### config.mk
export PLATFORM = sky130hd
export DESIGN_NAME = pmtrdt_top
export DESIGN_NICKNAME = d
export VERILOG_FILES = /design/src/hdl/pmtrdt_pkg.sv /design/src/hdl/pmtrdt_top.sv /design/src/hdl/pmtrdt_rob_port.sv /design/src/hdl/pmtrdt_unit.sv /design/src/hdl/pmtrdt_uop_queue.sv
export VERILOG_INCLUDE_DIRS = /design/src /design/src/hdl
export SDC_FILE = /design/constraint.sdc
export NUM_CORES = 2
export LEC_CHECK = 0
export ABC_CLOCK_PERIOD_IN_PS = 36900
export BUFFER_PORTS_ARGS = -buffer_cell sky130_fd_sc_hd__buf_2
export CELL_PAD_IN_SITES_DETAIL_PLACEMENT = 1
export CELL_PAD_IN_SITES_GLOBAL_PLACEMENT = 2
export CORE_MARGIN = 1
export CORE_UTILIZATION = 47
export DETAILED_ROUTE_END_ITERATION = 10
export GPL_ROUTABILITY_DRIVEN = 0
export PLACE_DENSITY_LB_ADDON = 0.1
export SYNTH_ARGS = -nofsm -noshare
export SYNTH_HDL_FRONTEND = slang
export SYNTH_HIERARCHICAL = 1
export SYNTH_SLANG_ARGS = --single-unit
### constraint.sdc
create_clock -name clk -period 36.9 [get_ports clk]
set_clock_uncertainty 0.1 [all_clocks]
set_input_delay 7.38 -clock clk [delete_from_list [all_inputs] [get_ports clk]]
set_output_delay 7.38 -clock clk [all_outputs]
set_load 0.005 [all_outputs]
### src/hdl/pmtrdt_defs.svh
`ifndef PMTRDT_DEFS_SVH
`define PMTRDT_DEFS_SVH

// vector register geometry, SEW 8 and LMUL 1 only
`define PMTRDT_VLEN       64
`define PMTRDT_SEW        8
`define PMTRDT_NUM_ELEM   8

// reservation queue entries
`define PMTRDT_RS_DEPTH   4

// uop tag and opcode widths
`define PMTRDT_ROB_IDX_W  4
`define PMTRDT_OP_W       4

// compares, mask result in low bits of vd
`define PMTRDT_OP_CMP_EQ    4'd0
`define PMTRDT_OP_CMP_NE    4'd1
`define PMTRDT_OP_CMP_LTU   4'd2
`define PMTRDT_OP_CMP_LT    4'd3

// reductions, seed from vs1 element 0
`define PMTRDT_OP_RED_SUM   4'd4
`define PMTRDT_OP_RED_MAXU  4'd5
`define PMTRDT_OP_RED_MINU  4'd6
`define PMTRDT_OP_RED_AND   4'd7
`define PMTRDT_OP_RED_OR    4'd8
`define PMTRDT_OP_RED_XOR   4'd9

// permutation
`define PMTRDT_OP_COMPRESS  4'd10

`endif
### src/hdl/pmtrdt_pkg.sv
`include "pmtrdt_defs.svh"

package pmtrdt_pkg;

  // destination word of one uop
  // compares read it as a flat vector, mask sits in the low bits
  // reductions and compress read it as eight elements
  typedef union packed {
    // flat view
    logic [`PMTRDT_VLEN-1:0]                      bits;
    // element view, elem[0] is the lowest byte
    logic [`PMTRDT_NUM_ELEM-1:0][`PMTRDT_SEW-1:0] elem;
  } pmtrdt_vd_u;

endpackage

### src/hdl/pmtrdt_top.sv
`timescale 1ns/1ps
`include "pmtrdt_defs.svh"

module pmtrdt_top import pmtrdt_pkg::*;
(
  clk,
  rst_n,

  push_valid,
  push_ready,
  push_op,
  push_vs1,
  push_vs2,
  push_v0,
  push_vm,
  push_rob_idx,

  result_valid,
  result_ready,
  result_vd,
  result_rob_idx
);
  input  logic                            clk;
  input  logic                            rst_n;

  // uop dispatch
  input  logic                            push_valid;
  output logic                            push_ready;
  input  logic [`PMTRDT_OP_W-1:0]         push_op;
  input  logic [`PMTRDT_VLEN-1:0]         push_vs1;
  input  logic [`PMTRDT_VLEN-1:0]         push_vs2;
  input  logic [`PMTRDT_NUM_ELEM-1:0]     push_v0;
  input  logic                            push_vm;
  input  logic [`PMTRDT_ROB_IDX_W-1:0]    push_rob_idx;

  // ROB writeback
  output logic                            result_valid;
  input  logic                            result_ready;
  output pmtrdt_vd_u                      result_vd;
  output logic [`PMTRDT_ROB_IDX_W-1:0]    result_rob_idx;

  // queue head to unit
  logic                           uop_valid;
  logic                           uop_ready;
  logic [`PMTRDT_OP_W-1:0]        uop_op;
  logic [`PMTRDT_VLEN-1:0]        uop_vs1;
  logic [`PMTRDT_VLEN-1:0]        uop_vs2;
  logic [`PMTRDT_NUM_ELEM-1:0]    uop_v0;
  logic                           uop_vm;
  logic [`PMTRDT_ROB_IDX_W-1:0]   uop_rob_idx;

  // unit to ROB port
  logic                           res_valid;
  logic                           res_ready;
  pmtrdt_vd_u                     res_vd;
  logic [`PMTRDT_ROB_IDX_W-1:0]   res_rob_idx;

  // reservation queue
  pmtrdt_uop_queue u_uop_queue (
    .clk          (clk),
    .rst_n        (rst_n),
    .push_valid   (push_valid),
    .push_ready   (push_ready),
    .push_op      (push_op),
    .push_vs1     (push_vs1),
    .push_vs2     (push_vs2),
    .push_v0      (push_v0),
    .push_vm      (push_vm),
    .push_rob_idx (push_rob_idx),
    .uop_valid    (uop_valid),
    .uop_ready    (uop_ready),
    .uop_op       (uop_op),
    .uop_vs1      (uop_vs1),
    .uop_vs2      (uop_vs2),
    .uop_v0       (uop_v0),
    .uop_vm       (uop_vm),
    .uop_rob_idx  (uop_rob_idx)
  );

  // compare, reduction and compress pipeline
  pmtrdt_unit u_pmtrdt_unit (
    .clk          (clk),
    .rst_n        (rst_n),
    .uop_valid    (uop_valid),
    .uop_ready    (uop_ready),
    .uop_op       (uop_op),
    .uop_vs1      (uop_vs1),
    .uop_vs2      (uop_vs2),
    .uop_v0       (uop_v0),
    .uop_vm       (uop_vm),
    .uop_rob_idx  (uop_rob_idx),
    .res_valid    (res_valid),
    .res_ready    (res_ready),
    .res_vd       (res_vd),
    .res_rob_idx  (res_rob_idx)
  );

  // result slice with skid entry
  pmtrdt_rob_port u_rob_port (
    .clk            (clk),
    .rst_n          (rst_n),
    .res_valid      (res_valid),
    .res_ready      (res_ready),
    .res_vd         (res_vd),
    .res_rob_idx    (res_rob_idx),
    .result_valid   (result_valid),
    .result_ready   (result_ready),
    .result_vd      (result_vd),
    .result_rob_idx (result_rob_idx)
  );

endmodule

### src/hdl/pmtrdt_rob_port.sv
`timescale 1ns/1ps
`include "pmtrdt_defs.svh"

module pmtrdt_rob_port import pmtrdt_pkg::*;
(
  clk,
  rst_n,

  res_valid,
  res_ready,
  res_vd,
  res_rob_idx,

  result_valid,
  result_ready,
  result_vd,
  result_rob_idx
);
  input  logic                            clk;
  input  logic                            rst_n;

  // from the unit
  input  logic                            res_valid;
  output logic                            res_ready;
  input  pmtrdt_vd_u                      res_vd;
  input  logic [`PMTRDT_ROB_IDX_W-1:0]    res_rob_idx;

  // toward the ROB
  output logic                            result_valid;
  input  logic                            result_ready;
  output pmtrdt_vd_u                      result_vd;
  output logic [`PMTRDT_ROB_IDX_W-1:0]    result_rob_idx;

  // skid entry
  logic                           skid_valid;
  pmtrdt_vd_u                     skid_vd;
  logic [`PMTRDT_ROB_IDX_W-1:0]   skid_rob_idx;

  logic                           res_fire;
  logic                           out_free;

  // ready comes straight from a flop
  assign res_ready = ~skid_valid;
  assign res_fire  = res_valid & res_ready;
  assign out_free  = ~result_valid | result_ready;

  always_ff @(posedge clk or negedge rst_n) begin
    if (!rst_n) begin
      result_valid   <= 1'b0;
      result_vd      <= '0;
      result_rob_idx <= '0;
      skid_valid     <= 1'b0;
      skid_vd        <= '0;
      skid_rob_idx   <= '0;
    end else if (out_free) begin
      // older skid entry goes out before any new result
      if (skid_valid) begin
        result_valid   <= 1'b1;
        result_vd      <= skid_vd;
        result_rob_idx <= skid_rob_idx;
        skid_valid     <= 1'b0;
      end else if (res_fire) begin
        result_valid   <= 1'b1;
        result_vd      <= res_vd;
        result_rob_idx <= res_rob_idx;
      end else begin
        result_valid <= 1'b0;
      end
    end else if (res_fire) begin
      // main register stalled, park the incoming result
      skid_valid   <= 1'b1;
      skid_vd      <= res_vd;
      skid_rob_idx <= res_rob_idx;
    end
  end

endmodule

### src/hdl/pmtrdt_unit.sv
`timescale 1ns/1ps
`include "pmtrdt_defs.svh"

module pmtrdt_unit import pmtrdt_pkg::*;
(
  clk,
  rst_n,

  uop_valid,
  uop_ready,
  uop_op,
  uop_vs1,
  uop_vs2,
  uop_v0,
  uop_vm,
  uop_rob_idx,

  res_valid,
  res_ready,
  res_vd,
  res_rob_idx
);
  input  logic                            clk;
  input  logic                            rst_n;

  // uop from the reservation queue
  input  logic                            uop_valid;
  output logic                            uop_ready;
  input  logic [`PMTRDT_OP_W-1:0]         uop_op;
  input  logic [`PMTRDT_VLEN-1:0]         uop_vs1;
  input  logic [`PMTRDT_VLEN-1:0]         uop_vs2;
  input  logic [`PMTRDT_NUM_ELEM-1:0]     uop_v0;
  input  logic                            uop_vm;
  input  logic [`PMTRDT_ROB_IDX_W-1:0]    uop_rob_idx;

  // result toward the ROB port
  output logic                            res_valid;
  input  logic                            res_ready;
  output pmtrdt_vd_u                      res_vd;
  output logic [`PMTRDT_ROB_IDX_W-1:0]    res_rob_idx;

  localparam int NE    = `PMTRDT_NUM_ELEM;
  localparam int SEW   = `PMTRDT_SEW;
  localparam int IDX_W = $clog2(NE);

  // accepted uop, input of stage 1
  logic                           s0_valid;
  logic [`PMTRDT_OP_W-1:0]        s0_op;
  logic [`PMTRDT_VLEN-1:0]        s0_vs1;
  logic [`PMTRDT_VLEN-1:0]        s0_vs2;
  logic [NE-1:0]                  s0_v0;
  logic                           s0_vm;
  logic [`PMTRDT_ROB_IDX_W-1:0]   s0_rob_idx;

  // stage 1 results
  logic [NE-1:0]                  s1_act_nxt;
  logic [NE-1:0]                  s1_cmp_nxt;
  logic [`PMTRDT_VLEN-1:0]        s1_elem_nxt;
  logic [NE-1:0][IDX_W-1:0]       s1_prefix_nxt;

  // stage 1 register, input of stage 2
  logic                           s1_valid;
  logic [`PMTRDT_OP_W-1:0]        s1_op;
  logic [SEW-1:0]                 s1_seed;
  logic [NE-1:0]                  s1_act;
  logic [NE-1:0]                  s1_cmp;
  logic [`PMTRDT_VLEN-1:0]        s1_elem;
  logic [NE-1:0][IDX_W-1:0]       s1_prefix;
  logic [`PMTRDT_ROB_IDX_W-1:0]   s1_rob_idx;

  // stage 2 result before the output register
  pmtrdt_vd_u                     s2_vd;

  logic                           res_free;
  logic                           s1_free;
  logic                           s0_free;

  // a slot can load when empty or when its occupant moves on
  assign res_free  = ~res_valid | res_ready;
  assign s1_free   = ~s1_valid | res_free;
  assign s0_free   = ~s0_valid | s1_free;
  assign uop_ready = s0_free;

  // one reduction step on two elements
  function automatic logic [SEW-1:0] red_step(
    input logic [`PMTRDT_OP_W-1:0] op,
    input logic [SEW-1:0]          a,
    input logic [SEW-1:0]          b
  );
    case (op)
      `PMTRDT_OP_RED_SUM:  red_step = a + b;
      `PMTRDT_OP_RED_MAXU: red_step = (a > b) ? a : b;
      `PMTRDT_OP_RED_MINU: red_step = (a < b) ? a : b;
      `PMTRDT_OP_RED_AND:  red_step = a & b;
      `PMTRDT_OP_RED_OR:   red_step = a | b;
      `PMTRDT_OP_RED_XOR:  red_step = a ^ b;
      default:             red_step = a;
    endcase
  endfunction

  // accept register
  always_ff @(posedge clk or negedge rst_n) begin
    if (!rst_n) begin
      s0_valid   <= 1'b0;
      s0_op      <= '0;
      s0_vs1     <= '0;
      s0_vs2     <= '0;
      s0_v0      <= '0;
      s0_vm      <= 1'b0;
      s0_rob_idx <= '0;
    end else if (s0_free) begin
      s0_valid <= uop_valid;
      if (uop_valid) begin
        s0_op      <= uop_op;
        s0_vs1     <= uop_vs1;
        s0_vs2     <= uop_vs2;
        s0_v0      <= uop_v0;
        s0_vm      <= uop_vm;
        s0_rob_idx <= uop_rob_idx;
      end
    end
  end

  // stage 1: active mask, compare bits, masked elements, prefix counts
  always_comb begin : stage1_comb
    logic [SEW-1:0]  a;
    logic [SEW-1:0]  b;
    logic [SEW-1:0]  ident;
    logic [IDX_W:0]  cnt;
    // vm set means unmasked
    s1_act_nxt = s0_vm ? '1 : s0_v0;
    // and/minu start from all ones, everything else from zero
    ident = ((s0_op == `PMTRDT_OP_RED_AND) || (s0_op == `PMTRDT_OP_RED_MINU)) ? '1 : '0;
    cnt   = '0;
    for (int i = 0; i < NE; i++) begin
      a = s0_vs2[i*SEW +: SEW];
      b = s0_vs1[i*SEW +: SEW];
      case (s0_op)
        `PMTRDT_OP_CMP_EQ:  s1_cmp_nxt[i] = (a == b);
        `PMTRDT_OP_CMP_NE:  s1_cmp_nxt[i] = (a != b);
        `PMTRDT_OP_CMP_LTU: s1_cmp_nxt[i] = (a < b);
        `PMTRDT_OP_CMP_LT:  s1_cmp_nxt[i] = ($signed(a) < $signed(b));
        default:            s1_cmp_nxt[i] = 1'b0;
      endcase
      // inactive mask bits read as zero
      s1_cmp_nxt[i] = s1_cmp_nxt[i] & s1_act_nxt[i];
      s1_elem_nxt[i*SEW +: SEW] = s1_act_nxt[i] ? a : ident;
      // slot index = active elements below this one
      s1_prefix_nxt[i] = cnt[IDX_W-1:0];
      cnt = cnt + {{IDX_W{1'b0}}, s1_act_nxt[i]};
    end
  end

  always_ff @(posedge clk or negedge rst_n) begin
    if (!rst_n) begin
      s1_valid   <= 1'b0;
      s1_op      <= '0;
      s1_seed    <= '0;
      s1_act     <= '0;
      s1_cmp     <= '0;
      s1_elem    <= '0;
      s1_prefix  <= '0;
      s1_rob_idx <= '0;
    end else if (s1_free) begin
      s1_valid <= s0_valid;
      if (s0_valid) begin
        s1_op      <= s0_op;
        // scalar seed is vs1 element 0
        s1_seed    <= s0_vs1[SEW-1:0];
        s1_act     <= s1_act_nxt;
        s1_cmp     <= s1_cmp_nxt;
        s1_elem    <= s1_elem_nxt;
        s1_prefix  <= s1_prefix_nxt;
        s1_rob_idx <= s0_rob_idx;
      end
    end
  end

  // stage 2: fold, flat mask or scatter
  always_comb begin : stage2_comb
    logic [SEW-1:0] acc;
    s2_vd.bits = '0;
    // inactive elements hold the identity so the fold runs over all eight
    acc = s1_seed;
    for (int i = 0; i < NE; i++)
      acc = red_step(s1_op, acc, s1_elem[i*SEW +: SEW]);
    case (s1_op)
      `PMTRDT_OP_CMP_EQ,
      `PMTRDT_OP_CMP_NE,
      `PMTRDT_OP_CMP_LTU,
      `PMTRDT_OP_CMP_LT:
        s2_vd.bits[NE-1:0] = s1_cmp;
      `PMTRDT_OP_RED_SUM,
      `PMTRDT_OP_RED_MAXU,
      `PMTRDT_OP_RED_MINU,
      `PMTRDT_OP_RED_AND,
      `PMTRDT_OP_RED_OR,
      `PMTRDT_OP_RED_XOR:
        s2_vd.elem[0] = acc;
      `PMTRDT_OP_COMPRESS: begin
        // tail stays zero
        for (int i = 0; i < NE; i++)
          if (s1_act[i])
            s2_vd.elem[s1_prefix[i]] = s1_elem[i*SEW +: SEW];
      end
      default: s2_vd.bits = '0;
    endcase
  end

  // output register
  always_ff @(posedge clk or negedge rst_n) begin
    if (!rst_n) begin
      res_valid   <= 1'b0;
      res_vd      <= '0;
      res_rob_idx <= '0;
    end else if (res_free) begin
      res_valid <= s1_valid;
      if (s1_valid) begin
        res_vd      <= s2_vd;
        res_rob_idx <= s1_rob_idx;
      end
    end
  end

endmodule

### src/hdl/pmtrdt_uop_queue.sv
`timescale 1ns/1ps
`include "pmtrdt_defs.svh"

module pmtrdt_uop_queue
(
  clk,
  rst_n,

  push_valid,
  push_ready,
  push_op,
  push_vs1,
  push_vs2,
  push_v0,
  push_vm,
  push_rob_idx,

  uop_valid,
  uop_ready,
  uop_op,
  uop_vs1,
  uop_vs2,
  uop_v0,
  uop_vm,
  uop_rob_idx
);
  input  logic                            clk;
  input  logic                            rst_n;

  // dispatch side
  input  logic                            push_valid;
  output logic                            push_ready;
  input  logic [`PMTRDT_OP_W-1:0]         push_op;
  input  logic [`PMTRDT_VLEN-1:0]         push_vs1;
  input  logic [`PMTRDT_VLEN-1:0]         push_vs2;
  input  logic [`PMTRDT_NUM_ELEM-1:0]     push_v0;
  input  logic                            push_vm;
  input  logic [`PMTRDT_ROB_IDX_W-1:0]    push_rob_idx;

  // head of queue toward the unit
  output logic                            uop_valid;
  input  logic                            uop_ready;
  output logic [`PMTRDT_OP_W-1:0]         uop_op;
  output logic [`PMTRDT_VLEN-1:0]         uop_vs1;
  output logic [`PMTRDT_VLEN-1:0]         uop_vs2;
  output logic [`PMTRDT_NUM_ELEM-1:0]     uop_v0;
  output logic                            uop_vm;
  output logic [`PMTRDT_ROB_IDX_W-1:0]    uop_rob_idx;

  localparam int DEPTH = `PMTRDT_RS_DEPTH;
  localparam int PTR_W = $clog2(DEPTH);
  localparam int LAST  = DEPTH - 1;

  logic [PTR_W-1:0]                 wr_ptr;
  logic [PTR_W-1:0]                 rd_ptr;
  logic [PTR_W:0]                   count;
  logic                             full;
  logic                             push_fire;
  logic                             pop_fire;

  // entry storage, one array per uop field
  logic [`PMTRDT_OP_W-1:0]          op_mem  [DEPTH];
  logic [`PMTRDT_VLEN-1:0]          vs1_mem [DEPTH];
  logic [`PMTRDT_VLEN-1:0]          vs2_mem [DEPTH];
  logic [`PMTRDT_NUM_ELEM-1:0]      v0_mem  [DEPTH];
  logic                             vm_mem  [DEPTH];
  logic [`PMTRDT_ROB_IDX_W-1:0]     rob_mem [DEPTH];

  assign full       = (count == DEPTH[PTR_W:0]);
  // not empty
  assign uop_valid  = (count != '0);
  // full queue still takes a push when the head leaves this cycle
  assign push_ready = ~full | uop_ready;
  assign push_fire  = push_valid & push_ready;
  assign pop_fire   = uop_valid & uop_ready;

  // head entry presented without a register stage
  assign uop_op      = op_mem[rd_ptr];
  assign uop_vs1     = vs1_mem[rd_ptr];
  assign uop_vs2     = vs2_mem[rd_ptr];
  assign uop_v0      = v0_mem[rd_ptr];
  assign uop_vm      = vm_mem[rd_ptr];
  assign uop_rob_idx = rob_mem[rd_ptr];

  // wrap at the last entry
  function automatic logic [PTR_W-1:0] ptr_inc(input logic [PTR_W-1:0] ptr);
    ptr_inc = (ptr == LAST[PTR_W-1:0]) ? '0 : ptr + 1'b1;
  endfunction

  // pointers and occupancy
  always_ff @(posedge clk or negedge rst_n) begin
    if (!rst_n) begin
      wr_ptr <= '0;
      rd_ptr <= '0;
      count  <= '0;
    end else begin
      if (push_fire)
        wr_ptr <= ptr_inc(wr_ptr);
      if (pop_fire)
        rd_ptr <= ptr_inc(rd_ptr);
      case ({push_fire, pop_fire})
        2'b10:   count <= count + 1'b1;
        2'b01:   count <= count - 1'b1;
        default: count <= count;
      endcase
    end
  end

  // write port
  always_ff @(posedge clk or negedge rst_n) begin
    if (!rst_n) begin
      for (int i = 0; i < DEPTH; i++) begin
        op_mem[i]  <= '0;
        vs1_mem[i] <= '0;
        vs2_mem[i] <= '0;
        v0_mem[i]  <= '0;
        vm_mem[i]  <= 1'b0;
        rob_mem[i] <= '0;
      end
    end else if (push_fire) begin
      op_mem[wr_ptr]  <= push_op;
      vs1_mem[wr_ptr] <= push_vs1;
      vs2_mem[wr_ptr] <= push_vs2;
      v0_mem[wr_ptr]  <= push_v0;
      vm_mem[wr_ptr]  <= push_vm;
      rob_mem[wr_ptr] <= push_rob_idx;
    end
  end

endmodule

After elaboration in Yosys (flattened, before gate mapping)
Cells that the tools add are included.
Widths: inputs -> output; s select.

word-level totals
  register bits after elaboration = 1056
  input bits = 149
  output and inout port bits = 70
  logic and storage cells = 354

operators by class
  add/sub/neg operators = 18
  order comparisons = 49
  equal/unequal tests = 36
  muxes and demuxes = 123
  bitwise operators = 49
  reductions and logical operators = 22

operator list
  operator            count
  $mux 64             21
  $bwmux 256          2
  $bwmux 64           7
  $pmux 8 s6          8
  $mux 8              37
  $bmux 64 s2         2
  $lt 8x8->1          24
  $demux 8 s3         6
  $demux 64 s2        1
  $add 8x8->8         8
  $and 8x8->8         8
  $eq 8x8->1          8
  $gt 8x8->1          8
  $ne 8x8->1          8
  $or 8x8->8          8
  $xor 8x8->8         8
  $mux 56             1
  $bwmux 16           2
  $bwmux 32           1
  $pmux 1 s4          8
  $mux 4              7
  $eq 4x3->1 const B  6
  $lt 3x4->1 const B  6
  $pmux 8 s3          1
  other kinds (39)    101

Depth between registers and ports, before layout
  word-level depth = 25
  depth in mapped cells = 86
  depth with buffers taken out = 84

Cells and area by module
Netlist, hierarchy kept.

by module, submodules not included
  module            times used  cells each  area each (um^2)  sequential area each (um^2)
  pmtrdt_unit       1           3062        26495.4           8232.9
  pmtrdt_uop_queue  1           1442        26137.6           14689.1
  pmtrdt_rob_port   1           371         5943.2            3453.3

Worst setup path after synthesis
No wires, ideal clock.

  path kind = flip-flop to flip-flop
  start = register u_pmtrdt_unit.s1_seed[1]
  end = register u_pmtrdt_unit/res_vd[2] (netlist name)
  setup time = 0.126 ns
  data arrival time = 15.628 ns
  data required time = 36.674 ns
  slack = 21.046 ns
  cell stages (with the launch flop) = 71
  buffers on the path = 2
  period minus slack after synthesis = 15.854 ns
  path through = dfrtp_1 -> inv_1 -> ha_1 -> o21bai_1 -> a221o_1 -> a211oi_4 -> buf_4 -> mux2i_1 -> a21oi_1 -> a31oi_1 -> ha_1 -> a211o_1 -> a21oi_1 -> nand3b_1 -> and3_1 -> or2_2 -> o21a_1 -> nor3_1 -> (+35 left out) -> o21ai_1 -> nor2b_1 -> ha_1 -> o21bai_1 -> a21oi_1 -> o311ai_0 -> a221oi_1 -> a211o_1 -> a221o_1 -> a221oi_1 -> nor2_1 -> ha_1 -> nand4_1 -> o21ai_0 -> o211ai_1 -> a221oi_1 -> a21oi_1 -> a221o_1

between the ends
  cells in the longest elaborated chain, start to end = 25
  elaborated cells on any way between the ends = 73
  classes of those cells = 8 x add/sub; 16 x order compare; 25 x mux; 24 x bitwise

ends and longest elaborated chain
  what                                             RTL line                              text
  start, declared                                  pmtrdt_unit.sv:64                     logic [SEW-1:0] s1_seed;
  start signal, assigned                           pmtrdt_unit.sv:169                    s1_seed <= s0_vs1[SEW-1:0];
  $lt 8x8->1 / $gt 8x8->1 (equally long branches)  pmtrdt_unit.sv:93, pmtrdt_unit.sv:92
  $mux 8 (on tied branches)                        pmtrdt_unit.sv:93, pmtrdt_unit.sv:92
  $pmux 8 s6 *                                     pmtrdt_unit.sv:90                     case (op)
  $lt 8x8->1 / $gt 8x8->1 (equally long branches)  pmtrdt_unit.sv:93, pmtrdt_unit.sv:92
  $mux 8 (on tied branches)                        pmtrdt_unit.sv:93, pmtrdt_unit.sv:92
  $pmux 8 s6 *                                     pmtrdt_unit.sv:90
  $lt 8x8->1 / $gt 8x8->1 (equally long branches)  pmtrdt_unit.sv:93, pmtrdt_unit.sv:92
  $mux 8 (on tied branches)                        pmtrdt_unit.sv:93, pmtrdt_unit.sv:92
  (+9 left out)                                    --
  $pmux 8 s6 *                                     pmtrdt_unit.sv:90
  $lt 8x8->1 / $gt 8x8->1 (equally long branches)  pmtrdt_unit.sv:93, pmtrdt_unit.sv:92
  $mux 8 (on tied branches)                        pmtrdt_unit.sv:93, pmtrdt_unit.sv:92
  $pmux 8 s6 *                                     pmtrdt_unit.sv:90
  $lt 8x8->1 / $gt 8x8->1 (equally long branches)  pmtrdt_unit.sv:93, pmtrdt_unit.sv:92
  $mux 8 (on tied branches)                        pmtrdt_unit.sv:93, pmtrdt_unit.sv:92
  $pmux 8 s6 *                                     pmtrdt_unit.sv:90
  $pmux 8 s3 *                                     pmtrdt_unit.sv:187                    case (s1_op)
  end signal, assigned                             pmtrdt_unit.sv:219                    res_vd <= s2_vd;
  end, declared                                    pmtrdt_unit.sv:39                     output pmtrdt_vd_u res_vd;

Mark *: on every way between the ends. The rest lies on a longest branch, timed or not.
A chain may end at the register's enable or synchronous reset.

Final worst setup path
Ends and elaborated chain as after synthesis.

==> out/summary.txt <==
Req. time, crit path = 37.39 ns
Setup WS pre-CTS = 16.08 ns
1st-pass router iterations = 5
GR Util All Layers = 0.307
First-pass GRT wire length = 292,000 um
CTS Hold Buffers Added = 0
Highest clock rate = 46.8 MHz
Row count = 129
Ranking of synthesized cells by area = dfrtp_1 (45%), mux2_2 (14%), ha_1 (5.8%), mux4_2 (5.6%), mux2_4 (5.1%)
Num ports = 219
Post-synthesis compound-gate area fraction = 0.123
Ys Warns = 6
Layout cells sized above 1 = 0.321
Synthesized Nets = 5,307
Outcome = completed
H-tree Lvls = 3
Vias per cell = 6.14
Core box area = 0.124 mm2
Post-layout nets = 5,417
CP max stage cell = nor4b_1
IO buf count = 218
Multiplexer share of the synthesized area = 0.255
Number of remaining DRC errors = 0
Worst Setup SP = u_pmtrdt_unit/s1_seed[1]
Grt total ovfl = 0
Die Y = 355 um
Initial Util = 0.474
Largest net degree at the start of global routing = 111
Sequential share of the synthesized area = 0.450
Endpoint class of the critical path = flop
Routed vias = 41,300
Vias in the first global route = 43,600
Leading area contributor after synthesis = dfrtp_1
Shortest period the worst path allows = 21.35 ns
Hold WC Path Type = flop to flop
Die area = 0.126 mm2
Slowest Stage Delay on Critical Path = 0.79 ns
CTS tree = done
Clock latency on the worst-skew pair = 0.74 ns
Drt wl/cell = 28.6 um
PD cells = 109 mW/mm2
Fin. max-slew vios = 0
Clock transition at path regs = 0.06 ns
Finish-stage setup viols = 0
Synth Area in Simple Gates = 0.0638
CTS Buf Count = 112
Resize count post-CTS = 0
Post-Synth XOR/XNOR Area = 0.00419
EDFF count, synth = 0
Iter 0 DRT Violations = 3,031
Total power = 7.05 mW
Final worst path period share = 0.579
Lkg Pwr = 28.6 nW
Worst VDD drop = 72.8 uV
Ys async rst share = 1.00
Startpoint types = flop
Worst r2r src = u_pmtrdt_unit/s1_seed[1]
Die width = 355 um
Cells after DPL = 6,508
Buffer depth of the longest clock path = 3
Avg Synthesized Cell Area = 12.0 um2
Setup TNS = 0 ns
Rel. slew slack = 0.0652
Number of distinct library cells after synthesis = 95
Max FO, Critical Path = 14
Final Non-Filler Cells = 6,719
WL final = 192,000 um
Worst setup path class = flop to flop
Area grow syn2layout = 10.6%
Post-detail-place hpwl = 137,000 um
Root buf cell = clkbuf_16
Largest family of logic cells by synthesized area = multiplexers
Maxcap violations = 0
Post-synthesis adder-cell area fraction = 0.0619
Final WS setup = 15.55 ns
Antenna violations before repair = 27
DRT antenna net count = 0
Clock Sinks = 1,054
Yosys top cell area share = 0.450
Least-Margin Pin Slew = 1.38 ns
Final hold viol count = 0
Post-Synthesis Cells = 4,875
Hold_sp = u_rob_port/skid_vd[43]
Yosys reg bits = 1,054
Post-Syn Area = 0.0586 mm2
Cell mode on critical path = ha_1
Top_reg_cell synth = dfrtp_1
Post-CTS Setup Inserts = 0
RSZ-0062 raised after global routing = false
Crit path DAT = 21.85 ns
## cell families (layout without fill, tap and decap cells)
group | after synthesis | after routing
other | 0 | 3
buffers and inverters | 553 | 757
DFF | 1054 | 1054
muxes | 1116 | 1116
adders and majority gates | 283 | 283
and+or+nand+nor | 774 | 774
xor gates and xnor gates | 28 | 28
AOI/OAI and AO/OA | 1067 | 1067
## area by class of cell
class                   count  area, um2
fillers                 12800      58800
multi-input cells        3268      29900
clock inverters            43        482
flip-flops and latches   1054      26400
inverters                 236        886
repair buffers            313       1850
well taps                1637       2050
clock buffers             165       3260
diodes                      3       7.51
## report_power, final
part | internal [mW] | total, mW | switching, mW | leakage, nW
clock | 0.661 | 1.14 | 0.481 | 1.85
sequential | 1.67 | 2.15 | 0.483 | 13.0
combinational | 1.67 | 3.75 | 2.08 | 13.8
## layer usage
metal  vias up  global-route usage  wire length, um
li1      18200                   -                -
met1     21700               0.427            84700
met2      1068               0.498            92400
met3       279              0.0425             9670
met4        28              0.0904             5360
met5         -                   0              178
## placed cells by master (no fill, tap or decap), drive strengths merged, types with 16 or more instances in the layout
cell type / Yosys / routed
o22ai: 30 / 30
clkbuf: 192 / 165
a31oi: 22 / 22
nand3: 33 / 33
dfrtp: 1054 / 1054
a221o: 79 / 79
buf: 125 / 313
o21bai: 30 / 30
and3: 18 / 18
a21oi: 218 / 218
inv: 236 / 241
a221oi: 22 / 22
o21a: 24 / 24
nand2b: 26 / 26
a211oi: 62 / 62
nand4: 40 / 40
mux2: 960 / 960
nor3: 28 / 28
or2: 25 / 25
nor2: 226 / 226
o211ai: 113 / 113
a32oi: 34 / 34
a21o: 22 / 22
mux4: 145 / 145
clkinv: 0 / 28
and2: 16 / 16
o21ai: 265 / 265
a22o: 24 / 24
nand2: 249 / 249
nor2b: 47 / 47
ha: 272 / 272
## worst paths after layout
path / to / slack [ns] / depth (start not counted)
max: u_pmtrdt_unit/res_vd[2] / 15.55 / 65
min in group asynchronous: u_uop_queue/vs2_mem[196] / 6.55 / 1
min reg2reg: u_rob_port/skid_vd[43] / 0.38 / 1
min: u_rob_port/skid_vd[43] / 0.38 / 1
max reg2reg: u_pmtrdt_unit/res_vd[2] / 15.55 / 65
max in group asynchronous: u_uop_queue/rd_ptr[1] / 25.40 / 6
## synthesized netlist by cell type (113+ instances only)
cell	n
a21oi_1	218
clkbuf_1	192
dfrtp_1	1054
ha_1	272
inv_1	233
mux2_2	739
mux2_4	200
mux4_2	145
nand2_1	249
nor2_1	226
o211ai_1	113
o21ai_0	255
## stage by stage
stage,hold slack [ns],utilization,instance area (um2)
CTS,0.386,0.524,64800
detailed placement,0.373,0.494,61000
global route,0.402,0.524,64800
global placement,0.361,0.494,61000
finish,0.382,0.524,64800
floorplan,0.347,-,58600
## registers in the layout, indices dropped and copies added (netlist names), 16 cells and up
signal / flops
u_uop_queue/v0_mem: 32
u_pmtrdt_unit/s0_vs2: 64
u_uop_queue/op_mem: 16
u_rob_port/result_vd: 64
u_pmtrdt_unit/s0_vs1: 64
u_pmtrdt_unit/s1_elem: 64
u_uop_queue/rob_mem: 16
u_uop_queue/vs1_mem: 256
u_uop_queue/vs2_mem: 256
u_pmtrdt_unit/s1_prefix: 17
u_rob_port/skid_vd: 64
u_pmtrdt_unit/res_vd: 64
## critical path: cells and delay by family, from the launching register on
family	cells	cell delay [ns]
AOI/OAI and AO/OA	33	10.15
and+or+nand+nor	22	7.07
adders and majority gates	8	3.11
DFF	1	0.53
muxes	1	0.16
buffers and inverters	1	0.09
No activity file was read; power rests on OpenSTA's default activity.
